===== config.mk =====
export PLATFORM = sky130hd
export DESIGN_NAME = icache_way_select
export DESIGN_NICKNAME = d
export VERILOG_FILES = /design/src/source/icache_pkg.sv /design/src/source/icache_way_select.sv
export SDC_FILE = /design/constraint.sdc
export NUM_CORES = 1
export LEC_CHECK = 0
export ABC_AREA = 1
export BUFFER_PORTS_ARGS = -buffer_cell sky130_fd_sc_hd__buf_2
export CORE_AREA = 2 2 92 94
export DETAILED_ROUTE_END_ITERATION = 8
export DIE_AREA = 0 0 94 96
export PLACE_DENSITY = 0.71
export SLEW_MARGIN = 40
export SYNTH_ARGS = -nofsm -noshare
export SYNTH_HDL_FRONTEND = slang
export SYNTH_SLANG_ARGS = --single-unit

===== constraint.sdc =====
create_clock -name clk -period 1.4 [get_ports clk]
set_input_delay 0.28 -clock clk [delete_from_list [all_inputs] [get_ports clk]]
set_output_delay 0.28 -clock clk [all_outputs]
set_load 0.01 [all_outputs]

===== src/source/icache_pkg.sv =====
package icache_pkg;

    // refill address seen by the memory side
    localparam int unsigned addr_w = 32;

    // request address fields
    localparam int unsigned tag_w = 23;
    localparam int unsigned index_w_default = 6;
    localparam int unsigned offset_w = 3;

    // returned word and one way's block
    localparam int unsigned word_w = 32;
    localparam int unsigned line_w = 64;

    // associativity is fixed at two
    localparam int unsigned ways = 2;

    // offset bit that picks the word inside a line
    localparam int unsigned word_bit = $clog2(word_w / 8);

    typedef enum logic [1:0] {
        IDLE    = 2'd0,
        LOOKUP  = 2'd1,
        MISS    = 2'd2,
        REPLACE = 2'd3
    } cache_state_t;

endpackage


===== src/source/icache_way_select.sv =====
module icache_way_select (
    input  logic                                           clk,
    input  logic                                           rst,
    input  logic [icache_pkg::tag_w-1:0]                   req_tag,
    input  logic                                           word_sel,
    input  logic [icache_pkg::ways*icache_pkg::tag_w-1:0]  tags,
    input  logic [icache_pkg::ways-1:0]                    valids,
    input  logic [icache_pkg::ways*icache_pkg::line_w-1:0] blocks,
    output logic                                           hit,
    output logic [icache_pkg::word_w-1:0]                  hit_word,
    output logic                                           victim_way
);
    import icache_pkg::*;

    logic [ways-1:0] way_hit;
    logic            toggle;

    // tag compare per way
    always_comb begin
        for (int w = 0; w < ways; w++) begin
            way_hit[w] = valids[w] && (tags[w*tag_w +: tag_w] == req_tag);
        end
    end

    assign hit = |way_hit;

    // word from the hitting way, zero when nothing hits
    always_comb begin
        hit_word = '0;
        for (int w = 0; w < ways; w++) begin
            if (way_hit[w]) begin
                hit_word = hit_word | blocks[w*line_w + word_sel*word_w +: word_w];
            end
        end
    end

    // free-running pseudo-random bit
    always_ff @(posedge clk) begin
        if (rst) begin
            toggle <= 1'b0;
        end else begin
            toggle <= ~toggle;
        end
    end

    // invalid way first, lower number wins
    always_comb begin
        if (!valids[0]) begin
            victim_way = 1'b0;
        end else if (!valids[1]) begin
            victim_way = 1'b1;
        end else begin
            victim_way = toggle;
        end
    end

    // a refill never duplicates a tag inside a set
    a_single_way_hit: assert property (@(posedge clk) disable iff (rst) $onehot0(way_hit))
        else $error("both ways hit the same tag");

endmodule

## Word level (Yosys, flattened, before mapping)

Cells that the tools add are included.

- Bits in registers: 1
- Input bits: 202
- Output and inout bits: 34
- Logic and storage cells: 15

- $add $sub $neg: 1
- Eq/ne operators: 2
- Shift operators: 2
- Multiplexer cells: 4
- Bitwise gates (word level): 2
- Reductions and logical operators: 3

Operators with widths:

| cell | number |
|---|---|
| variable part select 128 x 7 -> 32 bit | 1 |
| variable part select 128 x 9 -> 32 bit | 1 |
| 2-to-1 mux 32 bit | 2 |
| equality test 23 bit | 2 |
| OR 32 bit | 1 |
| adder 7 x 6 -> 8 bit (first input constant) | 1 |
| logical AND 1 bit | 2 |
| 2-to-1 mux 1 bit | 2 |
| OR reduction 2 bit | 1 |
| inverter 1 bit | 1 |

## Logic depth before layout (Yosys ltp)

- Word-level depth: 5
- Mapped depth: 9
- Depth with buffers taken out: 8

## Least setup slack after synthesis

OpenSTA, ideal clock, no wires.

- Path kind: input-to-output
- From: in word_sel
- To: out hit_word[10] in the netlist's numbering
- Arrival: 1.179 ns
- Data required time: 1.120 ns
- Slack: -0.059 ns
- Cell stages on the path: 5
- Buffers on the path: 2
- Cell sequence: buf_2 -> buf_2 -> mux2_2 -> nand4_1 -> nand2_1

- Longest elaborated chain between the ends: 4
- Elaborated cells between the ends (all ways): 6
- Those cells by class: add/sub: 1; shift: 2; mux: 2; bitwise: 1

Ends and longest elaborated chain:

| element | line | text |
|---|---|---|
| start: declaration | icache_way_select.sv:5 | `input logic word_sel,` |
| adder 7 x 6 -> 8 bit or variable part select 128 x 7 -> 32 bit (tied branches) | icache_way_select.sv:32 | `hit_word = hit_word \| blocks[w*line_w + word_sel*word_w +: word_w];` |
| variable part select 128 x 9 -> 32 bit or 2-to-1 mux 32 bit (tied branches) | icache_way_select.sv:32, icache_way_select.sv:31 |  |
| OR 32 bit | icache_way_select.sv:32 |  |
| 2-to-1 mux 32 bit (*) | icache_way_select.sv:31 | `if (way_hit[w]) begin` |
| end: declaration | icache_way_select.sv:10 | `output logic [icache_pkg::word_w-1:0] hit_word,` |

Mark *: on every way between the ends. The rest lies on a longest branch, timed or not.

## Final worst setup path

- From: in tags[24] in the netlist's numbering
- To: out hit_word[22] in the netlist's numbering

- Longest elaborated chain between the ends: 3

Ends and longest elaborated chain:

| element | line | text |
|---|---|---|
| start: declaration | icache_way_select.sv:6 | `input logic [icache_pkg::ways*icache_pkg::tag_w-1:0] tags,` |
| equality test 23 bit | icache_way_select.sv:21 | `way_hit[w] = valids[w] && (tags[w*tag_w +: tag_w] == req_tag);` |
| logical AND 1 bit | icache_way_select.sv:21 |  |
| 2-to-1 mux 32 bit | icache_way_select.sv:31 |  |

Every way passes these cells.

==> reports/qor.csv <==
stage,metric,value,unit
run_status,status,"complete, but fails checks",
run_status,failing checks,setup timing,
final_layout,register with the highest flop count,toggle,
yosys,post-synthesis register bit count,1,
worst_setup_path,Worst Path Arrival,1.44,ns
yosys,post-synthesis simple-gate area fraction,48.43,%
worst_setup_path,CP Capture Type,primary output,
yosys,Synth top area share,30.72,%
routing,Vias,3568,
floorplan,die width,94,um
yosys,synth warn,0,
sta,"Hold Vio Cnt, Final",0,
yosys,main combinational cell family by area after synthesis,simple AND/OR/NAND/NOR gates,
yosys,XOR/XNOR Fraction of Synth Area,0,%
pwr,LEAKAGE,2.387,nW
global_route,first-pass GRT wire length,14230,um
yosys,post-synthesis compound-gate area fraction,3.733,%
final_layout,post-route insts no fill,744,
yosys,post-synthesis sequential area ratio,0.8533,%
sta,Final Worst Setup Slack,-0.3227,ns
routing,WL met2,5445,um
final_layout,Largest regs,toggle (1),
worst_setup_path,Worst EP required,1.12,ns
place,placed cells,737,
final_layout,design area,0.004088,sq mm
final_layout,nets,843,
yosys,post-synth top area cell,mux2_2,
pwr,register share of total power,3.7,%
worst_setup_path,startpoint types,input port,
job,# Max-Cap Violations,0,
sta,RSZ-0062 raised after global routing,yes,
worst_setup_path,Setup crit start,tags[24],
yosys,Cells after Synth,410,
floorplan,# IOs,236,
routing,Wirelength per Cell,13.82,um
routing,Metal-1 WL,3861,um
routing,met3 wire length,871,um
worst_setup_path,r2r startpoint,toggle$_SDFF_PP0_,
floorplan,core area,0.008051,sq mm
sta,Total Neg Setup Slack,-9.648,ns
routing,First DRT Iteration DRCs,129,
pwr,Pint,0.5134,mW
floorplan,initial core utilization,29.14,%
sta,Slew headroom,83.38,%
sta,Highest Clock Rate,580.5,MHz
worst_setup_path,path depth of the worst reg2reg path,1,
worst_setup_path,Max Fanout on Critical Path,10,
worst_setup_path,Setup Crit Path Kind,in -> out,
floorplan,Rows,33,
place,DP HPWL,8002,um
global_route,GRT Resource Usage Total,19.30,%
pwr,Psw,0.3555,mW
routing,vias per cell,4.796,
routing,Final ANT Viol Nets,0,
place,PortBufs,235,
yosys,multiplexer area fraction after synthesis,30.72,%
global_route,largest net degree at the start of global routing,34,
floorplan,Die Span Y,96,um
final_layout,Layout area overhead,74.24,%
global_route,vias in the first global route,3172,
pwr,clock share of power,0,%
pwr,Tot Pwr,0.8689,mW
routing,Initial DRT Pass Iterations,4,
final_layout,number of diodes,0,
yosys,Adder-Cell Fraction of Synth Area,0,%
routing,final WL,10280,um
min_path,HP Class,reg -> reg,
pwr,Sw Ratio,40.92,%
routing,Top Metal Used,met4,
final_layout,layout cell share with drive strength beyond 1,55.09,%
pwr,pwr/cell area,212.6,mW/mm^2
sta,final worst-path cycle share,123.0,%
floorplan,die area,0.009024,sq mm
worst_setup_path,Worst Setup EP,hit_word[22],
sta,"Slew Viols, Final",0,
sta,Worst Tran Pin Value,0.2488,ns
routing,DRC Markers,0,
cts,clock-pin slew on the worst setup and hold paths,0,ns
place,Post-Place Cell Area,0.003669,sq mm
worst_setup_path,flop2flop setup slack,0.94,ns
yosys,synthesized net count,612,
cts,Clock Latency Late Sink,0,ns
sta,skew final,0,ns
yosys,largest cells by area after synthesis,"mux2_2, nand2_1, nand4_1",
worst_setup_path,r2r endpoint,toggle$_SDFF_PP0_,
place,gpl congestion,0.8240,
sta,post-layout min period,1.723,ns
global_route,grt total ovfl,0,
final_layout,fillers,799,
place,pre-CTS setup slack,-0.3835,ns
yosys,Syn Std Cell Area,0.002346,sq mm
sta,final setup fails,33,
global_route,antenna violations before repair,0,
yosys,Syn Area/Cell,5.722,sq um
pwr,peak supply drop,0.1164,mV
pwr,Comb power frac,96.3,%
final_layout,flip-flop count of the largest register after layout,1,
cts,cts hold-fix bufs,0,
yosys,Yosys cell types,16,
## layout by cell type, fill, tap and decap left out, drive strengths merged
cell type	Yosys	routed
o21ai	16	16
clkbuf	0	3
a21boi	1	1
inv	55	55
buf	25	251
nor2	35	35
nand2	147	147
dfxtp	1	1
nand4	64	64
mux2	64	64
nand3	2	2
## power groups by stage
stage,sequential [mW],clock (mW),combinational [mW]
after floorplan,0.0319,0,0.390
after global placement,0.0320,0,0.747
after detailed placement,0.0321,0,0.759
after CTS,0.0321,0,0.817
after global routing,0.0324,0,0.923
final,0.0320,0,0.837
## layer usage
layer	up-vias	GRT usage (%)
li1	1834	-
met1	1541	22.21
met2	180	39.29
met3	13	2.193
met4	0	1.570
met5	-	0
## repair_timing
action | CTS | global route
endpoints found under the setup margin | 33 | 33
pin swaps | 3 | 5
hold endpoints to repair | 0 | 0
buffers inserted | 2 | 0
gates resized for setup | 48 | 21
cloned | 3 | 3
## how the worst min path moves through the flow
stage,from,to,slack (ns),cells after the start
floorplan,rst,toggle$_SDFF_PP0_,0.35,1
global placement,toggle$_SDFF_PP0_,toggle$_SDFF_PP0_,0.40,1
detailed placement,toggle$_SDFF_PP0_,toggle$_SDFF_PP0_,0.40,1
CTS,toggle$_SDFF_PP0_,toggle$_SDFF_PP0_,0.40,1
global route,toggle$_SDFF_PP0_,toggle$_SDFF_PP0_,0.43,1
finish,toggle$_SDFF_PP0_,toggle$_SDFF_PP0_,0.40,1
## stage by stage
step           hold WS [ns]  utilization [%]
6_report             0.3989            50.77
3_5_place_dp         0.4024            45.56
5_1_grt              0.4297            50.77
4_1_cts              0.4023            49.28
3_3_place_gp         0.3966            45.56
2_1_floorplan        0.3467                -
## cell type report
type | count | area (sq um) | share of cell area (%)
Sequential cell | 1 | 20.02 | 0.4897
Multi-Input combinational cell | 329 | 1988 | 48.64
Inverter | 55 | 211.5 | 5.173
Tap cell | 105 | 131.4 | 3.214
Timing Repair Buffer | 254 | 1737 | 42.49
## cells in the mapped netlist, drive strengths merged
library cell,n
nand4,64
o21ai,16
inv,55
a21boi,1
nand2,147
buf,25
nand3,2
dfxtp,1
mux2,64
nor2,35
## kinds of logic (layout without fill, tap and decap cells)
group | count (synthesis) | in the layout
muxes | 64 | 64
and+or+nand+nor | 248 | 248
AOI/OAI and AO/OA | 17 | 17
DFF | 1 | 1
buffers and inverters | 80 | 309
## worst max-delay path: stages
cell,delay (ns)
buf_2,0.12
nand2_2,0.07
o21ai_2,0.05
nor2_1,0.09
nand2_1,0.09
nor2_4,0.23
buf_12,0.17
nand4_1,0.12
nand2_1,0.10
buf_2,0.12
(Power assumes the default switching activity.)
