### src/source/icache_pkg.sv
package icache_pkg;

    // refill address seen by the memory side
    localparam int unsigned addr_w = 32;

    // request address fields
    localparam int unsigned tag_w = 23;
    localparam int unsigned index_w_default = 6;
    localparam int unsigned offset_w = 3;

    // returned word and one way's block
    localparam int unsigned word_w = 32;
    localparam int unsigned line_w = 64;

    // associativity is fixed at two
    localparam int unsigned ways = 2;

    // offset bit that picks the word inside a line
    localparam int unsigned word_bit = $clog2(word_w / 8);

    typedef enum logic [1:0] {
        IDLE    = 2'd0,
        LOOKUP  = 2'd1,
        MISS    = 2'd2,
        REPLACE = 2'd3
    } cache_state_t;

endpackage

### src/source/icache_ctrl.sv
module icache_ctrl #(
    parameter int INDEX_W = icache_pkg::index_w_default
) (
    input  logic                            clk,
    input  logic                            rst,
    // fetch side
    input  logic                            valid,
    input  logic [icache_pkg::tag_w-1:0]    tag,
    input  logic [INDEX_W-1:0]              index,
    input  logic [icache_pkg::offset_w-1:0] offset,
    output logic                            addr_ok,
    output logic                            data_ok,
    output logic [icache_pkg::word_w-1:0]   rdata,
    // refill port
    output logic                            rd_req,
    output logic [icache_pkg::addr_w-1:0]   rd_addr,
    input  logic [icache_pkg::line_w-1:0]   ret_data,
    // from way select
    input  logic                            hit,
    input  logic [icache_pkg::word_w-1:0]   hit_word,
    input  logic                            victim_way,
    // to the arrays and way select
    output logic                            ram_rd,
    output logic [INDEX_W-1:0]              ram_addr,
    output logic [icache_pkg::tag_w-1:0]    req_tag,
    output logic                            word_sel,
    output logic [icache_pkg::ways-1:0]     way_we,
    output logic [icache_pkg::tag_w-1:0]    wtag,
    output logic [icache_pkg::line_w-1:0]   wblock
);
    import icache_pkg::*;

    cache_state_t state;
    cache_state_t next_state;

    logic               accept;
    logic [INDEX_W-1:0] req_index;
    logic [line_w-1:0]  miss_block;
    logic               miss_way;

    // a hitting lookup can take the next request
    assign addr_ok = (state == IDLE) || (state == LOOKUP && hit);
    assign accept  = valid && addr_ok;

    always_comb begin
        next_state = state;
        unique case (state)
            IDLE: begin
                if (accept) begin
                    next_state = LOOKUP;
                end
            end
            LOOKUP: begin
                if (!hit) begin
                    next_state = MISS;
                end else if (!valid) begin
                    next_state = IDLE;
                end
            end
            MISS: begin
                next_state = REPLACE;
            end
            REPLACE: begin
                next_state = IDLE;
            end
        endcase
    end

    always_ff @(posedge clk) begin
        if (rst) begin
            state <= IDLE;
        end else begin
            state <= next_state;
        end
    end

    // request buffer
    always_ff @(posedge clk) begin
        if (accept) begin
            req_tag   <= tag;
            req_index <= index;
            word_sel  <= offset[word_bit];
        end
    end

    // miss buffer
    // victim is latched because the toggle keeps moving
    always_ff @(posedge clk) begin
        if (state == MISS) begin
            miss_block <= ret_data;
            miss_way   <= victim_way;
        end
    end

    // memory answers in the strobe cycle
    assign rd_req  = (state == MISS);
    assign rd_addr = addr_w'({req_tag, req_index, offset_w'(0)});

    // array access
    assign ram_rd   = accept;
    assign ram_addr = (state == REPLACE) ? req_index : index;
    assign way_we   = (state == REPLACE) ? (ways'(1) << miss_way) : '0;
    assign wtag     = req_tag;
    assign wblock   = miss_block;

    // responses
    assign data_ok = (state == LOOKUP && hit) || (state == REPLACE);
    assign rdata   = (state == REPLACE) ? miss_block[word_sel*word_w +: word_w] : hit_word;

    // refill data has to be present together with the strobe
    a_ret_data_known: assert property (@(posedge clk) disable iff (rst)
        rd_req |-> !$isunknown(ret_data))
        else $error("refill data unknown in the strobe cycle");

endmodule

### config.mk
export PLATFORM = sky130hd
export DESIGN_NAME = icache_ctrl
export DESIGN_NICKNAME = d
export VERILOG_FILES = /design/src/source/icache_pkg.sv /design/src/source/icache_ctrl.sv
export SDC_FILE = /design/constraint.sdc
export NUM_CORES = 1
export LEC_CHECK = 0
export BUFFER_PORTS_ARGS = -buffer_cell sky130_fd_sc_hd__buf_2
export CAP_MARGIN = 15
export CORE_AREA = 2 2 122 124
export DETAILED_ROUTE_END_ITERATION = 8
export DIE_AREA = 0 0 124 126
export GPL_ROUTABILITY_DRIVEN = 0
export PLACE_DENSITY = 0.73
export SETUP_SLACK_MARGIN = 0.15
export SYNTH_ARGS = -nofsm -noshare
export SYNTH_HDL_FRONTEND = slang
export SYNTH_SLANG_ARGS = --single-unit
### constraint.sdc
create_clock -name clk -period 7.4 [get_ports clk]
set_clock_uncertainty 0.2 [all_clocks]
set_input_delay 2.22 -clock clk [delete_from_list [all_inputs] [get_ports clk]]
set_output_delay 2.22 -clock clk [all_outputs]
set_load 0.02 [all_outputs]
==> Yosys cells after proc, flatten, opt, wreduce, memory -nomap -nowiden <==
Cells that the tools add are included.
{ "classes": {"n_eq_ne": 5, "reduce_logical": 6, "n_shift": 2, "n_mux": 7} }
{ "op_table": {"columns": ["operator", "count"], "rows": [
  ["64-bit by 7-bit variable part select with 32-bit output", 1],
  ["32-bit two-way mux", 1],
  ["2-bit two-way mux", 4],
  ["2-bit one-hot mux with 4 select lines", 1],
  ["6-bit two-way mux", 1],
  ["2-bit == test, second input constant", 2],
  ["3-bit != test, second input constant", 1],
  ["2-bit by 1-bit == test with 1-bit output, second input constant", 1],
  ["1-bit logical AND", 2],
  ["2-bit logical NOT", 1],
  ["1-bit logical OR", 2],
  ["2-bit != test, second input constant", 1],
  ["2-bit AND reduction", 1],
  ["1-bit by 1-bit << shifter with 2-bit output, first input constant", 1]
]} }
{ "word_totals": {"reg_bits": 97} }

==> Logic depth before layout (Yosys ltp) <==
{ "logic_depth": {"word_depth": 6, "depth_mapped": 4} }

==> Worst setup path before layout <==
No wires, ideal clock.
{ "synth_timing": {"path_type": "input -> output", "from": "input hit", "to": "output ram_rd", "t_arrival_ps": 4926, "path_buffers": 0, "slack_ps": 54, "stages": 2, "cell_sequence": "nor2b_1 nor3b_1"} }
{ "synth_via": {"elab_chain_len": 3} }
{ "synth_lines": {"columns": ["item", "line_no", "text"], "rows": [
  ["start: declaration", "icache_ctrl.sv:19", "input logic hit,"],
  ["1-bit logical AND", "icache_ctrl.sv:42", "assign addr_ok = (state == IDLE) || (state == LOOKUP && hit);"],
  ["1-bit logical OR", "icache_ctrl.sv:42", null],
  ["1-bit logical AND", "icache_ctrl.sv:43", "assign accept = valid && addr_ok;"],
  ["end: declaration", "icache_ctrl.sv:23", "output logic ram_rd,"]
]} }
No other way between the ends.

==> Worst setup path after layout <==
Ends and elaborated chain as after synthesis.

==> qor.csv <==
stage,metric,value,unit
outcome,status,finished clean,
power_and_ir_drop,Logic pwr share,15.9,%
synthesis,portion of netlist area occupied by mux cells,9.569,%
sta,setup TNS,0,ns
floorplanning,core area,0.01431,mm2
cts,TritonCTS buffer count,9,
worst_hold_path,HP Class,reg2reg,
cts,clock latency on the worst-skew pair,0.34,ns
synthesis,number of synthesized register bits,97,
synthesis,largest family of logic cells by synthesized area,buffers and inverters,
sta,Final period util,76.02,%
synthesis,Synth cell types,20,
placed_design,hpwl dp,8780,um
synthesis,post-synthesis compound-gate area fraction,8.202,%
detailed_routing,DRT antenna net count,0,
grt,GR Overflow Total,0,
placed_design,Port-buffer cells,314,
cts,CTS Hold Bufs,0,
cells_and_area,Register Area,0.002894,mm2
worst_setup_path,CP startpoint kind,primary input,
power_and_ir_drop,sw frac,27.30,%
detailed_routing,WL/cell,16.02,um
power_and_ir_drop,pwr/cell area,221.2,mW/mm2
synthesis,synthesized area per cell,15.14,um2
floorplanning,row cnt,44,
sta,f_max,0.1778,GHz
worst_setup_path,CP endpoint kind,output port,
synthesis,Post-Synth XOR/XNOR Area,0,%
sta,worst slew pin tran,0.8561,ns
cts,Sink Count,97,
cells_and_area,fin nets,678,
cells_and_area,Area growth syn-to-layout,39.14,%
cts,Longest Clk Path Bufs,2,
cts,CTS tree,done,
floorplanning,Initial Util,29.41,%
cells_and_area,post-route cell area,0.005858,mm2
placed_design,DP Area,0.005574,mm2
synthesis,register area share after synthesis,68.71,%
cts,htree depth,3,
cells_and_area,area occupied by multi-input gates,840.8,um2
synthesis,simple logic cell fraction of the synthesized area,1.486,%
cts,"CTS clk-pin slew, worst paths",0.06,ns
grt,All-Layer GR Usage,14.50,%
grt,vias in the first global route,3188,
power_and_ir_drop,Psw,353.9,uW
detailed_routing,1st-pass router iterations,5,
power_and_ir_drop,Sequential Power Share,49.9,%
cells_and_area,# fillers,1416,
power_and_ir_drop,power share of the clock group,34.2,%
detailed_routing,DRT iter0 DRCs,117,
grt,first-pass GRT wire length,16640,um
detailed_routing,vias per cell,4.401,
synthesis,Post-Synth Adder-Cell Area,0,%
floorplanning,DIE WIDTH,124,um
cts,Post-CTS Resized,0,
worst_setup_path,CP Data Required Time,4.98,ns
synthesis,cell area after synthesis,0.004210,mm2
power_and_ir_drop,static leakage,2.680,nW
floorplanning,die area,0.01562,mm2
worst_setup_path,cells on worst reg2reg path,3,
worst_setup_path,WS Path Type,in2out,
detailed_routing,Post-Route WL,11760,um
job,MaxCap Viol Count,0,
cts,clk root buf,clkbuf_16,
grt,largest net degree at the start of global routing,67,
floorplanning,IO Pins,320,
sta,"Setup violations, final",0,
detailed_routing,DRC errors left,0,
cells_and_area,fraction of layout cells with a size suffix above 1,62.91,%
sta,Slew Limit Fails,0,
floorplanning,Die Ht,126,um
worst_hold_path,hold depth,1,
power_and_ir_drop,Power Internal,942.2,uW
sta,Final min period,5.626,ns
synthesis,Gate Count Post-Synth,278,
sta,RSZ-0062 raised after global routing,no,
worst_setup_path,Critical Path AT,3.21,ns
sta,Fin. Hold Viols,0,
power_and_ir_drop,Peak supply drop,0.0001476,V
cells_and_area,antenna cells,0,
sta,Rel. slew slack,42.92,%
detailed_routing,via count,3230,
worst_setup_path,worst-path maximum fanout,31,
grt,initial antenna violation count,0,
cts,"Setup Fix Bufs, Post-CTS",0,
synthesis,yosys warns,0,
[worst paths after layout]
check | from | slack (ns) | end
max reg2reg | flop | 5.13 | wblock[58]$_DFFE_PP_
min | state[0]$_SDFFE_PP0P_ | 0.49 | state[0]$_SDFFE_PP0P_
min reg2reg | state[0]$_SDFFE_PP0P_ | 0.49 | state[0]$_SDFFE_PP0P_
max | hit | 1.77 | ram_rd
[synthesized netlist by cell type, drive strengths merged]
cell / n / area, um2
nor3b: 2 / 15.01
clkbuf: 1 / 3.750
nor2: 2 / 7.510
mux2i: 32 / 320.3
o21a: 1 / 7.510
and2: 1 / 8.760
nor2b: 3 / 18.77
nand2b: 1 / 6.260
mux2: 6 / 82.58
dfxtp: 2 / 40.04
a21oi: 64 / 320.3
buf: 64 / 499.2
edfxtp: 95 / 2853
a211oi: 1 / 7.510
and3: 1 / 6.260
conb: 1 / 3.750
o21ba: 1 / 10.01
[power by group through the flow]
| stage | sequential (mW) | combinational [mW] | clock (mW) |
|---|---|---|---|
| floorplan | 0.683 | 0.114 | 0 |
| global placement | 0.658 | 0.206 | 0 |
| detailed placement | 0.659 | 0.207 | 0 |
| CTS | 0.647 | 0.208 | 0.460 |
| global route | 0.650 | 0.223 | 0.477 |
| finish | 0.646 | 0.206 | 0.444 |
[critical path: stages]
cell and delay, ns:
buf_2 0.12, nor2b_1 0.08, nor3b_4 0.16, buf_4 0.37, buf_2 0.24
[per-stage QoR]
step / util, % / power, mW / hold slack (ns) / setup slack [ns] / instances
floorplan: - / 0.7972 / 0.3500 / 1.262 / 280
global placement: 38.94 / 0.8635 / 0.4582 / 1.790 / 718
detailed placement: 38.94 / 0.8667 / 0.4777 / 1.755 / 718
CTS: 40.93 / 1.315 / 0.4918 / 1.763 / 734
global route: 40.93 / 1.350 / 0.5260 / 1.699 / 734
finish: 40.93 / 1.296 / 0.4925 / 1.774 / 734
[final cells by class]
| cell class | count | share of cell area [%] |
|---|---|---|
| multi-input combinational | 118 | 14.35 |
| tap | 184 | 3.930 |
| timing repair buffer | 319 | 27.47 |
| clock inverter | 7 | 1.004 |
| clock buffer | 9 | 3.845 |
| sequential | 97 | 49.40 |
[layer usage]
| layer | vias to the layer above | wire length (um) | global-route usage [%] |
|---|---|---|---|
| li1 | 1511 | - | - |
| met4 | 0 | 173 | 5.288 |
| met1 | 1509 | 4121 | 13.98 |
| met2 | 199 | 6389 | 27.57 |
| met3 | 11 | 1078 | 5.299 |
| met5 | - | 0 | 0 |
[state kept, by name, summed over array words and instances (netlist names), named ones only]
register,flops
wblock,64
req_tag,23
req_index,6
miss_way,1
state,1
word_sel,1
[cell usage in the layout (no fill, tap or decap), drive strengths merged, types with 2 or more instances in the layout]
master	instances
inv	5
conb	3
dfxtp	2
buf	319
clkbuf	9
mux2	6
edfxtp	95
mux2i	32
nor3b	2
a21oi	64
nor2	2
nor2b	3
[kinds of logic after synthesis]
family,after synthesis
DFF,97
AOI/OAI and AO/OA,67
buffers and inverters,65
muxes,38
and+or+nand+nor,10
other,1
Power figures use the tool's default switching activity.
